===== src/hdl/rv_isa_pkg.sv =====
package rv_isa_pkg;

    typedef enum logic [6:0] {
        OPC_OP     = 7'b0110011,
        OPC_OP_IMM = 7'b0010011,
        OPC_LUI    = 7'b0110111,
        OPC_AUIPC  = 7'b0010111,
        OPC_JAL    = 7'b1101111,
        OPC_JALR   = 7'b1100111,
        OPC_BRANCH = 7'b1100011,
        OPC_LOAD   = 7'b0000011,
        OPC_STORE  = 7'b0100011,
        OPC_SYSTEM = 7'b1110011
    } opcode_e;

    // funct3 encodings for OP / OP_IMM
    localparam logic [2:0] F3_ADD  = 3'b000;
    localparam logic [2:0] F3_SLL  = 3'b001;
    localparam logic [2:0] F3_SLT  = 3'b010;
    localparam logic [2:0] F3_SLTU = 3'b011;
    localparam logic [2:0] F3_XOR  = 3'b100;
    localparam logic [2:0] F3_SR   = 3'b101;
    localparam logic [2:0] F3_OR   = 3'b110;
    localparam logic [2:0] F3_AND  = 3'b111;

    // Branch conditions
    localparam logic [2:0] F3_BEQ  = 3'b000;
    localparam logic [2:0] F3_BNE  = 3'b001;
    localparam logic [2:0] F3_BLT  = 3'b100;
    localparam logic [2:0] F3_BGE  = 3'b101;
    localparam logic [2:0] F3_BLTU = 3'b110;
    localparam logic [2:0] F3_BGEU = 3'b111;

    localparam logic [2:0] F3_CSRRW  = 3'b001;
    localparam logic [2:0] F3_CSRRWI = 3'b101;

    localparam logic [11:0] CSR_TOHOST = 12'h51E;
    localparam logic [31:0] NOP = 32'h0000_0013; // addi x0, x0, 0

    typedef enum logic [3:0] {
        ALU_ADD, ALU_SUB, ALU_SLL, ALU_SLT, ALU_SLTU, ALU_XOR,
        ALU_SRL, ALU_SRA, ALU_OR, ALU_AND, ALU_COPY_B
    } alu_op_e;

    typedef union packed {
        struct packed {
            logic [6:0] funct7;
            logic [4:0] rs2;
            logic [4:0] rs1;
            logic [2:0] funct3;
            logic [4:0] rd;
            opcode_e    opcode;
        } r;
        struct packed {
            logic [11:0] imm;
            logic [4:0]  rs1;
            logic [2:0]  funct3;
            logic [4:0]  rd;
            opcode_e     opcode;
        } i;
        struct packed {
            logic [6:0] imm_hi;
            logic [4:0] rs2;
            logic [4:0] rs1;
            logic [2:0] funct3;
            logic [4:0] imm_lo;
            opcode_e    opcode;
        } s;
        struct packed {
            logic [19:0] imm;
            logic [4:0]  rd;
            opcode_e     opcode;
        } u;
    } rv_inst_t;

endpackage

===== src/hdl/pipe_pkg.sv =====
package pipe_pkg;

    import rv_isa_pkg::*;

    // Decoded instruction from the decode stage
    typedef struct packed {
        logic [31:0] pc;
        rv_inst_t    inst;
        logic [31:0] rd1;
        logic [31:0] rd2;
        logic [31:0] imm;
        logic        br_taken;
    } ex_in_t;

    typedef struct packed {
        logic [31:0] pc;
        logic [31:0] alu;
        logic [31:0] rd2; // Store data, already forwarded
        rv_inst_t    inst;
        logic        br_suc;
    } mem_bundle_t;

    typedef struct packed {
        rv_inst_t    inst;
        logic [4:0]  rd;
        logic [31:0] wdata;
        logic        we;
    } wb_bundle_t;

    typedef enum logic [1:0] {FWD_NONE, FWD_MEM, FWD_WB} fwd_sel_e;

    typedef enum logic {A_REG, A_PC} a_sel_e;

    typedef enum logic {B_REG, B_IMM} b_sel_e;

endpackage


===== src/hdl/ex_stage.sv =====
`timescale 1ns/1ps

module ex_stage import rv_isa_pkg::*, pipe_pkg::*; (
    input  logic        clk,
    input  logic        rst_n,
    input  ex_in_t      ex_in,
    input  wb_bundle_t  wb,
    output mem_bundle_t mem_bundle,
    output logic        flush,
    output logic [31:0] redirect_pc,
    output logic [31:0] tohost
);

    fwd_sel_e    fwda;
    fwd_sel_e    fwdb;
    a_sel_e      asel;
    b_sel_e      bsel;
    alu_op_e     alu_op;
    logic        csr_en;
    logic        csr_imm;
    logic        br_taken_actual;
    logic        br_suc;
    logic [31:0] rs1_val;
    logic [31:0] rs2_val;
    logic [31:0] a;
    logic [31:0] b;
    logic [31:0] alu_res;
    logic [31:0] pc_plus4;

    always_comb begin
        case (fwda)
            FWD_MEM: rs1_val = mem_bundle.alu;
            FWD_WB:  rs1_val = wb.wdata;
            default: rs1_val = ex_in.rd1;
        endcase
        case (fwdb)
            FWD_MEM: rs2_val = mem_bundle.alu;
            FWD_WB:  rs2_val = wb.wdata;
            default: rs2_val = ex_in.rd2;
        endcase
    end

    assign a = (asel == A_PC) ? ex_in.pc : rs1_val;
    assign b = (bsel == B_IMM) ? ex_in.imm : rs2_val;

    alu u_alu (
        .a   (a),
        .b   (b),
        .op  (alu_op),
        .res (alu_res)
    );

    ex_control u_ex_control (
        .inst            (ex_in.inst),
        .mem_inst        (mem_bundle.inst),
        .wb_inst         (wb.inst),
        .rs1_val         (rs1_val),
        .rs2_val         (rs2_val),
        .br_taken        (ex_in.br_taken),
        .fwda            (fwda),
        .fwdb            (fwdb),
        .asel            (asel),
        .bsel            (bsel),
        .alu_op          (alu_op),
        .csr_en          (csr_en),
        .csr_imm         (csr_imm),
        .flush           (flush),
        .br_taken_actual (br_taken_actual),
        .br_suc          (br_suc)
    );

    assign pc_plus4 = ex_in.pc + 32'd4;
    // Bit 0 cleared for JALR, already zero otherwise
    assign redirect_pc = br_taken_actual ? {alu_res[31:1], 1'b0} : pc_plus4;

    always_ff @(posedge clk) begin
        if (!rst_n) begin
            tohost <= '0;
        end else if (csr_en) begin
            tohost <= csr_imm ? {27'b0, ex_in.inst.i.rs1} : rs1_val; // uimm sits in rs1 field
        end
    end

    always_ff @(posedge clk) begin
        if (!rst_n) begin
            mem_bundle.inst   <= NOP;
            mem_bundle.br_suc <= 1'b0;
        end else begin
            mem_bundle.inst   <= ex_in.inst;
            mem_bundle.br_suc <= br_suc;
        end
    end

    always_ff @(posedge clk) begin
        mem_bundle.pc  <= ex_in.pc;
        mem_bundle.alu <= alu_res;
        mem_bundle.rd2 <= rs2_val;
    end

endmodule


===== src/hdl/ex_control.sv =====
`timescale 1ns/1ps

module ex_control import rv_isa_pkg::*, pipe_pkg::*; (
    input  rv_inst_t    inst,
    input  rv_inst_t    mem_inst,
    input  rv_inst_t    wb_inst,
    input  logic [31:0] rs1_val,
    input  logic [31:0] rs2_val,
    input  logic        br_taken,
    output fwd_sel_e    fwda,
    output fwd_sel_e    fwdb,
    output a_sel_e      asel,
    output b_sel_e      bsel,
    output alu_op_e     alu_op,
    output logic        csr_en,
    output logic        csr_imm,
    output logic        flush,
    output logic        br_taken_actual,
    output logic        br_suc
);

    logic is_branch;
    logic is_jump;
    logic cond;

    function automatic logic writes_rd(input rv_inst_t i);
        return i.u.opcode != OPC_STORE && i.u.opcode != OPC_BRANCH;
    endfunction

    // MEM wins over WB, x0 never forwarded
    function automatic fwd_sel_e pick_fwd(input logic [4:0] rs, input rv_inst_t m,
            input rv_inst_t w);
        if (rs != 5'd0 && writes_rd(m) && m.r.rd == rs)
            return FWD_MEM;
        if (rs != 5'd0 && writes_rd(w) && w.r.rd == rs)
            return FWD_WB;
        return FWD_NONE;
    endfunction

    assign fwda = pick_fwd(inst.r.rs1, mem_inst, wb_inst);
    assign fwdb = pick_fwd(inst.r.rs2, mem_inst, wb_inst);

    always_comb begin
        asel   = A_REG;
        bsel   = B_REG;
        alu_op = ALU_ADD;
        case (inst.u.opcode)
            OPC_OP, OPC_OP_IMM: begin
                bsel = (inst.u.opcode == OPC_OP_IMM) ? B_IMM : B_REG;
                case (inst.r.funct3)
                    F3_ADD:  alu_op = (inst.u.opcode == OPC_OP && inst.r.funct7[5]) ?
                                      ALU_SUB : ALU_ADD;
                    F3_SLL:  alu_op = ALU_SLL;
                    F3_SLT:  alu_op = ALU_SLT;
                    F3_SLTU: alu_op = ALU_SLTU;
                    F3_XOR:  alu_op = ALU_XOR;
                    F3_SR:   alu_op = inst.r.funct7[5] ? ALU_SRA : ALU_SRL;
                    F3_OR:   alu_op = ALU_OR;
                    F3_AND:  alu_op = ALU_AND;
                    default: alu_op = ALU_ADD;
                endcase
            end
            OPC_LUI: begin
                bsel   = B_IMM;
                alu_op = ALU_COPY_B;
            end
            OPC_AUIPC, OPC_JAL, OPC_BRANCH: begin // pc + imm
                asel = A_PC;
                bsel = B_IMM;
            end
            OPC_JALR, OPC_LOAD, OPC_STORE: bsel = B_IMM;
            default: ;
        endcase
    end

    always_comb begin
        case (inst.r.funct3)
            F3_BEQ:  cond = rs1_val == rs2_val;
            F3_BNE:  cond = rs1_val != rs2_val;
            F3_BLT:  cond = $signed(rs1_val) < $signed(rs2_val);
            F3_BGE:  cond = $signed(rs1_val) >= $signed(rs2_val);
            F3_BLTU: cond = rs1_val < rs2_val;
            F3_BGEU: cond = rs1_val >= rs2_val;
            default: cond = 1'b0;
        endcase
    end

    assign is_branch = inst.u.opcode == OPC_BRANCH;
    assign is_jump   = inst.u.opcode == OPC_JAL || inst.u.opcode == OPC_JALR;

    assign br_taken_actual = is_jump || (is_branch && cond);
    assign flush  = is_jump || (is_branch && cond != br_taken);
    assign br_suc = is_branch && cond == br_taken;

    assign csr_en = inst.u.opcode == OPC_SYSTEM && inst.i.imm == CSR_TOHOST &&
                    (inst.i.funct3 == F3_CSRRW || inst.i.funct3 == F3_CSRRWI);
    assign csr_imm = inst.i.funct3 == F3_CSRRWI;

endmodule


===== src/hdl/alu.sv =====
`timescale 1ns/1ps

module alu import rv_isa_pkg::*; (
    input  logic [31:0] a,
    input  logic [31:0] b,
    input  alu_op_e     op,
    output logic [31:0] res
);

    logic [4:0] shamt;

    assign shamt = b[4:0];

    always_comb begin
        case (op)
            ALU_ADD:    res = a + b;
            ALU_SUB:    res = a - b;
            ALU_SLL:    res = a << shamt;
            ALU_SLT:    res = {31'b0, $signed(a) < $signed(b)};
            ALU_SLTU:   res = {31'b0, a < b};
            ALU_XOR:    res = a ^ b;
            ALU_SRL:    res = a >> shamt;
            ALU_SRA:    res = $unsigned($signed(a) >>> shamt);
            ALU_OR:     res = a | b;
            ALU_AND:    res = a & b;
            ALU_COPY_B: res = b; // LUI
            default:    res = '0;
        endcase
    end

endmodule


===== config.mk =====
export PLATFORM = sky130hd
export DESIGN_NAME = ex_stage
export DESIGN_NICKNAME = d
export VERILOG_FILES = /design/src/hdl/rv_isa_pkg.sv /design/src/hdl/pipe_pkg.sv /design/src/hdl/ex_stage.sv /design/src/hdl/ex_control.sv /design/src/hdl/alu.sv
export SDC_FILE = /design/constraint.sdc
export NUM_CORES = 1
export LEC_CHECK = 0
export BUFFER_PORTS_ARGS = -buffer_cell sky130_fd_sc_hd__buf_2
export CAP_MARGIN = 0
export CORE_MARGIN = 4
export CORE_UTILIZATION = 36
export CTS_CLUSTER_DIAMETER = 30
export DETAILED_ROUTE_END_ITERATION = 7
export HOLD_SLACK_MARGIN = 0.06
export PLACE_DENSITY = 0.6
export RECOVER_POWER = 25
export SYNTH_ARGS = -nofsm -noshare
export SYNTH_HDL_FRONTEND = slang
export SYNTH_SLANG_ARGS = --single-unit

===== constraint.sdc =====
create_clock -name clk -period 6.98 [get_ports clk]
set_input_delay 0.349 -clock clk [delete_from_list [all_inputs] [get_ports clk]]
set_output_delay 0.349 -clock clk [all_outputs]
set_load 0.02 [all_outputs]

* Yosys cells after proc, flatten, opt, wreduce, memory -nomap -nowiden
Index checks and enable logic that the tools add are counted.
** Word-level totals
- Logic and storage cells :: 121
- Register bits after elaboration :: 161
- Input port bits :: 233
- Output and inout port bits :: 194
** Operators by class
- Bitwise operators :: 3
- Add/sub/neg operators :: 3
- Shift operators :: 3
- Muxes and demuxes :: 29
- Magnitude comparators :: 6
- Equality and inequality tests :: 44
- Reduce and logical (&&, ||, !) cells :: 27
** Operators by type and width (number)
- $pmux W32 S11 :: 1
- $lt A32 B32 Y1 :: 4
- $mux W32 :: 4
- $pmux W32 S2 :: 2
- $ge A32 B32 Y1 :: 2
- $add A32 B3 Y32 const B :: 1
- $add A32 B32 Y32 :: 1
- $and A32 B32 Y32 :: 1
- $eq A32 B32 Y1 :: 1
- $ne A32 B32 Y1 :: 1
- $or A32 B32 Y32 :: 1
- $pmux W4 S8 :: 1
- $shl A32 B5 Y32 :: 1
- $shr A32 B5 Y32 :: 1
- $sshr A32 B5 Y32 :: 1
- $sub A32 B32 Y32 :: 1
- $xor A32 B32 Y32 :: 1
- $eq A7 B7 Y1 const B :: 4
- $eq A7 B6 Y1 const B :: 3
- $eq A5 B5 Y1 :: 4
- $eq A4 B3 Y1 const B :: 4
- $logic_and A1 B1 Y1 :: 16
- $mux W2 :: 8
- $eq A7 B5 Y1 const B :: 2
- other kinds (25) :: 49

* Logic depth before layout (Yosys ltp)
- Depth in word-level cells :: 15
- Mapped depth :: 23
- Mapped depth without buffers :: 20

* By module
Synthesis repeated with hierarchy kept, for this count alone.
** Second synthesis, totals
- Cell total of the unflattened synthesis :: 2372
- Area, all modules :: 17374.2 um2
** By module, submodules not included
- alu :: area an instance 8866.0 um2, sequential area each 0.0 um2, cells an instance 1337, instances 1
- ex_stage :: area an instance 6962.9 um2, sequential area each 3223.1 um2, cells an instance 807, instances 1
- ex_control :: area an instance 1545.2 um2, sequential area each 0.0 um2, cells an instance 228, instances 1

* Worst setup path before layout
Ideal clock, no wire load.
- Path kind :: flip-flop to output port
- From :: register mem_bundle[3] in the netlist's numbering
- To :: output redirect_pc[31]
- Data arrival time :: 5309 ps
- Cell stages (with the launch flop) :: 22
- Path buffers :: 5
- Slack :: 1322 ps
- Cell sequence :: dfxtp_1 > nand4bb_1 > o211ai_1 > or3_1 > clkbuf_1 > a311oi_1 > nor2_1 > clkbuf_1 > clkbuf_1 > clkbuf_1 > ha_1 > clkbuf_1 > o21ai_0 > o211ai_1 > nand4_1 > nand2_1 > a41oi_1 > o221a_2 > a21boi_0 > or4_1 > a32o_1 > mux2i_1
** On the way
- Word-level cells in the longest chain between the ends :: 13
** RTL lines
- from (decl) :: line ex_stage.sv:8 : output mem_bundle_t mem_bundle,
- $ne A7 B6 Y1 / $ne A7 B7 Y1 (equally long branches) :: line ex_control.sv:27 : return i.u.opcode != OPC_STORE && i.u.opcode != OPC_BRANCH;
- $logic_and A1 B1 Y1 * :: line ex_control.sv:27
- parallel branches: the longest is 10 deep, another holds $sub A32 B32 Y32
- $mux W32 * :: line ex_stage.sv:74 : assign redirect_pc = br_taken_actual ? {alu_res[31:1], 1'b0} : pc_plus4;
- to (decl) :: line ex_stage.sv:10 : output logic [31:0] redirect_pc,
Every way passes the cells marked *.

* Worst setup path after layout
- From :: input wb[47] in the netlist's numbering
- To :: output redirect_pc[15]
** On the way
- Word-level cells in the longest chain between the ends :: 13
** RTL lines
- from (decl) :: line ex_stage.sv:7 : input wb_bundle_t wb,
- $eq A5 B5 Y1 * :: line ex_control.sv:35 : if (rs != 5'd0 && writes_rd(w) && w.r.rd == rs)
- $logic_and A1 B1 Y1 * :: line ex_control.sv:35
- $mux W1 (2 in a row) :: line ex_control.sv:35
- $mux W2 * :: line ex_control.sv:37 : return FWD_NONE;
- $mux W2 * :: line ex_control.sv:35
- $eq A2 B2 Y1 / $eq A2 B1 Y1 (equally long branches) :: line ex_stage.sv:36 : case (fwdb)
- $pmux W32 S2 * :: line ex_stage.sv:36
- net rs2_val[5] :: line ex_stage.sv:24 : logic [31:0] rs2_val;
- parallel branches: the longest is 4 deep, another holds $sub A32 B32 Y32
- $mux W32 * :: line ex_stage.sv:74
Mark *: on every way through the listed nets, which the timed path passes. The select of a mux whose other input is x is not followed.

==> flow_metrics.py <==
metrics = {
    "status": {
        "status": "finished, violations left",
        "violations": "capacitance limit, slew limit",
    },
    "grt": {
        "grt_pass1_vias": 20600,
        "antenna_found_initial": 5,
        "grt_util_all_layers": 0.363,
        "grt_overflow": 0,
        "grt_pass1_wl_um": 146000,
        "grt_max_degree": 74,
    },
    "final_layout": {
        "syn2layout_area_growth_pct": 22.5,
        "drive_gt1_frac": 0.239,
        "nNetsFinal": 3259,
    },
    "logic_synthesis": {
        "synth_compound_area_frac": 0.288,
        "ys_seq_elements": 161,
        "yosys_warnings": 0,
        "synthXorXnorAreaFrac": 0.0335,
        "synthAdderAreaFrac": 0.0911,
        "synth_edf_count": 0,
        "synth_cell_types": 95,
        "ys_seq_area_frac": 0.176,
        "synth.net_count": 2819,
        "syn_area_per_cell_um2": 7.46,
        "muxShareOfSynthArea": 0.125,
        "synth_top_family_by_area": "compound AO/OA/AOI/OAI gates",
        "ys.flop_type": "dfxtp_1",
        "yosys.area_share.simple": 0.207,
        "synth_area_um2": 18300,
        "synthArstFlopShare": 0,
        "synthCells": 2454,
    },
    "sta": {
        "min_period_ns": 6.71,
        "finalSetupViolCount": 0,
        "fin_crit_sh": 0.961,
        "fin_tns_setup_ns": 0,
        "slew-limit-headroom": -0.654,
        "fin_worst_skew_ns": 0.0203,
        "hold_viol": 0,
        "slew_violations": 65,
        "fmax_mhz": 149,
        "worst_pin_slew_ns": 2.48,
        "whs_ns": 0.0952,
        "rsz0062_at_grt": "false",
    },
    "drt": {
        "firstDrtPassIters": 6,
        "wl_per_cell_um": 29.1,
        "drt_iter0_markers": 2884,
        "vias": 22400,
        "drc": 0,
        "wl_um": 104000,
        "ant_nets": 0,
        "viasPerCell": 6.25,
    },
    "pwr": {
        "power_density_nw_per_um2": 222,
        "switching_share": 0.496,
        "irDropWorstVdd_mv": 0.180,
        "p_leak_uw": 0.0103,
        "p_switching_uw": 2470,
        "seq_power_share": 0.237,
        "power_frac_comb": 0.570,
        "clockPowerShare": 0.192,
        "p_int_uw": 2510,
    },
    "clocking": {
        "postCtsSetupRepairBufs": 0,
        "clkTransAtPathRegs_ns": 0.08,
        "h-tree-depth": 4,
        "clock_path_buffers": 2,
        "cts_tree": "done",
        "numCtsBuffers": 17,
        "cts.sinks": 161,
        "clkLatencyLatePin_ns": 0.45,
        "clock-root-buffer": "clkbuf_16",
    },
    "setup_path": {
        "required_ns": 6.63,
        "crit_type": "input pin to output pin",
        "startpoint_type": "input pin",
        "arrival_ns": 6.36,
        "cp-end-kind": "output pin",
        "crit_fanout": 17,
    },
    "floorplanning": {
        "row_count": 82,
        "die_w_um": 233,
        "core_um2": 50200,
        "die_area_um2": 54500,
        "die_height_um": 233,
        "ios": 427,
        "start_util": 0.365,
    },
    "hold_path": {
        "hp-class": "input pin to flip-flop",
    },
    "placement": {
        "dp_hpwl_um": 84900,
        "port_buffers": 399,
        "gp_congestion": 1.04,
    },
    "flow_run": {
        "drv_cap": 1,
    },
}
flip-flops by register name (all words and copies together), names as in the netlist:
signal and count:
tohost 32, mem_bundle 129
layout make-up:
class	count	area (µm²)
fill	5169	27800
antenna	5	12.5
sequential	161	3220
clock inverter	15	158
tap	672	841
inverter	170	641
multi-input combinational	1955	13700
timing repair buffer	589	3420
clock buffer	17	425
power by group through the flow:
stage	Sequential, µW	Combinational (µW)	Clock (µW)
final	1180	2840	958
after CTS	1170	2750	968
after detailed placement	1190	2730	0
after global routing	1180	2980	1000
after global placement	1190	2720	0
after floorplan	1270	1440	0
critical path, cell delays in order:
cell and delay [ns]:
buf_2 0.15, xor2_1 0.19, or2_1 0.35, or4_2 0.66, buf_4 0.27, mux2i_1 0.15, o21ai_0 0.23, inv_1 0.16
o21ai_0 0.28, buf_4 0.18, ha_1 0.33, o21bai_1 0.22, a21oi_1 0.23, nor3b_1 0.41, nand4_1 0.17, nand2_1 0.19
buf_4 0.16, xnor2_1 0.07, a222oi_1 0.51, o311ai_0 0.23, a21oi_1 0.30, buf_4 0.20, mux2i_1 0.11, buf_2 0.23
per-layer routing:
layer / global-route usage / up-vias / routed length (µm)
met3: 0.0699 / 199 / 11400
met1: 0.496 / 11000 / 42900
met5: 0 / - / 0
met2: 0.561 / 1429 / 45400
li1: - / 9814 / -
met4: 0.147 / 0 / 4610
what timing repair did:
item / CTS / global route
hold endpoints to repair: 6 / 0
resized for setup: 0 / 2
setup endpoints to repair: 0 / 2
hold buffers: 6 / 0
through the flow:
step	total power (µW)	std cells	instance area [µm²]	worst slack, ns	util
2_1_floorplan	2710	2454	18300	1.32	-
3_3_place_gp	3910	3541	21800	0.494	0.435
3_5_place_dp	3920	3541	21800	0.388	0.435
4_1_cts	4880	3579	22500	0.363	0.448
5_1_grt	5160	3584	22400	0.0184	0.447
6_report	4980	3584	22400	0.270	0.447
Yosys cell counts (all sizes together) (20+ instances only):
master	n	area, µm²
clkbuf	92	345
and2	45	282
dfxtp	161	3220
xnor2	34	298
o22ai	27	169
o211ai	40	305
nand3	50	250
nand2	245	922
a21oi	148	756
buf	76	453
ha	130	1630
o31ai	39	473
nor2b	35	219
a21o	25	188
xor2	36	315
a211oi	34	275
inv	170	641
mux2	26	297
nand4	27	169
o221a	35	394
mux2i	168	1680
o21ai	162	837
a22oi	54	410
a31oi	20	125
nor2	243	912
nor3	62	310
cell families (layout without fill, tap and decap cells):
| kind of cell | count (synthesis) | count (layout) |
|---|---|---|
| other | 0 | 5 |
| adders and majority gates | 132 | 132 |
| xor gates and xnor gates | 70 | 70 |
| and+or+nand+nor | 811 | 811 |
| DFF | 161 | 161 |
| muxes | 208 | 208 |
| AOI/OAI and AO/OA | 734 | 734 |
| buffers and inverters | 338 | 791 |
cell usage in the layout, fill, tap and decap left out, drive strengths merged, types with 13 or more instances in the layout:
cell type  synthesis  layout
a211oi            34      34
a21o              25      25
a21oi            148     148
a221oi            14      14
a22oi             54      54
a31oi             20      20
and2              45      45
and3              17      17
buf               76     526
clkbuf            92      74
dfxtp            161     161
ha               130     130
inv              170     179
mux2              26      26
mux2i            168     168
mux4              14      14
nand2            245     245
nand2b            19      19
nand3             50      50
nand4             27      27
nor2             243     243
nor2b             35      35
nor3              62      62
nor4              15      15
o211ai            40      40
o21ai            162     162
o21bai            14      14
o221a             35      35
o221ai            13      13
o22ai             27      27
o31ai             39      39
or3               13      13
xnor2             34      34
xor2              36      36
path summary, 6_finish.rpt:
| kind | from | endpoint | slack (ns) | cells after the start |
|---|---|---|---|---|
| min | ex_in[97] | mem_bundle[1] | 0.1 | 2 |
| max | wb[47] | redirect_pc[15] | 0.27 | 24 |
| max reg2reg | mem_bundle[1] | mem_bundle[65] | 1.10 | 24 |
| min reg2reg | tohost[18] | tohost[18] | 0.54 | 2 |
(Power assumes the default switching activity.)
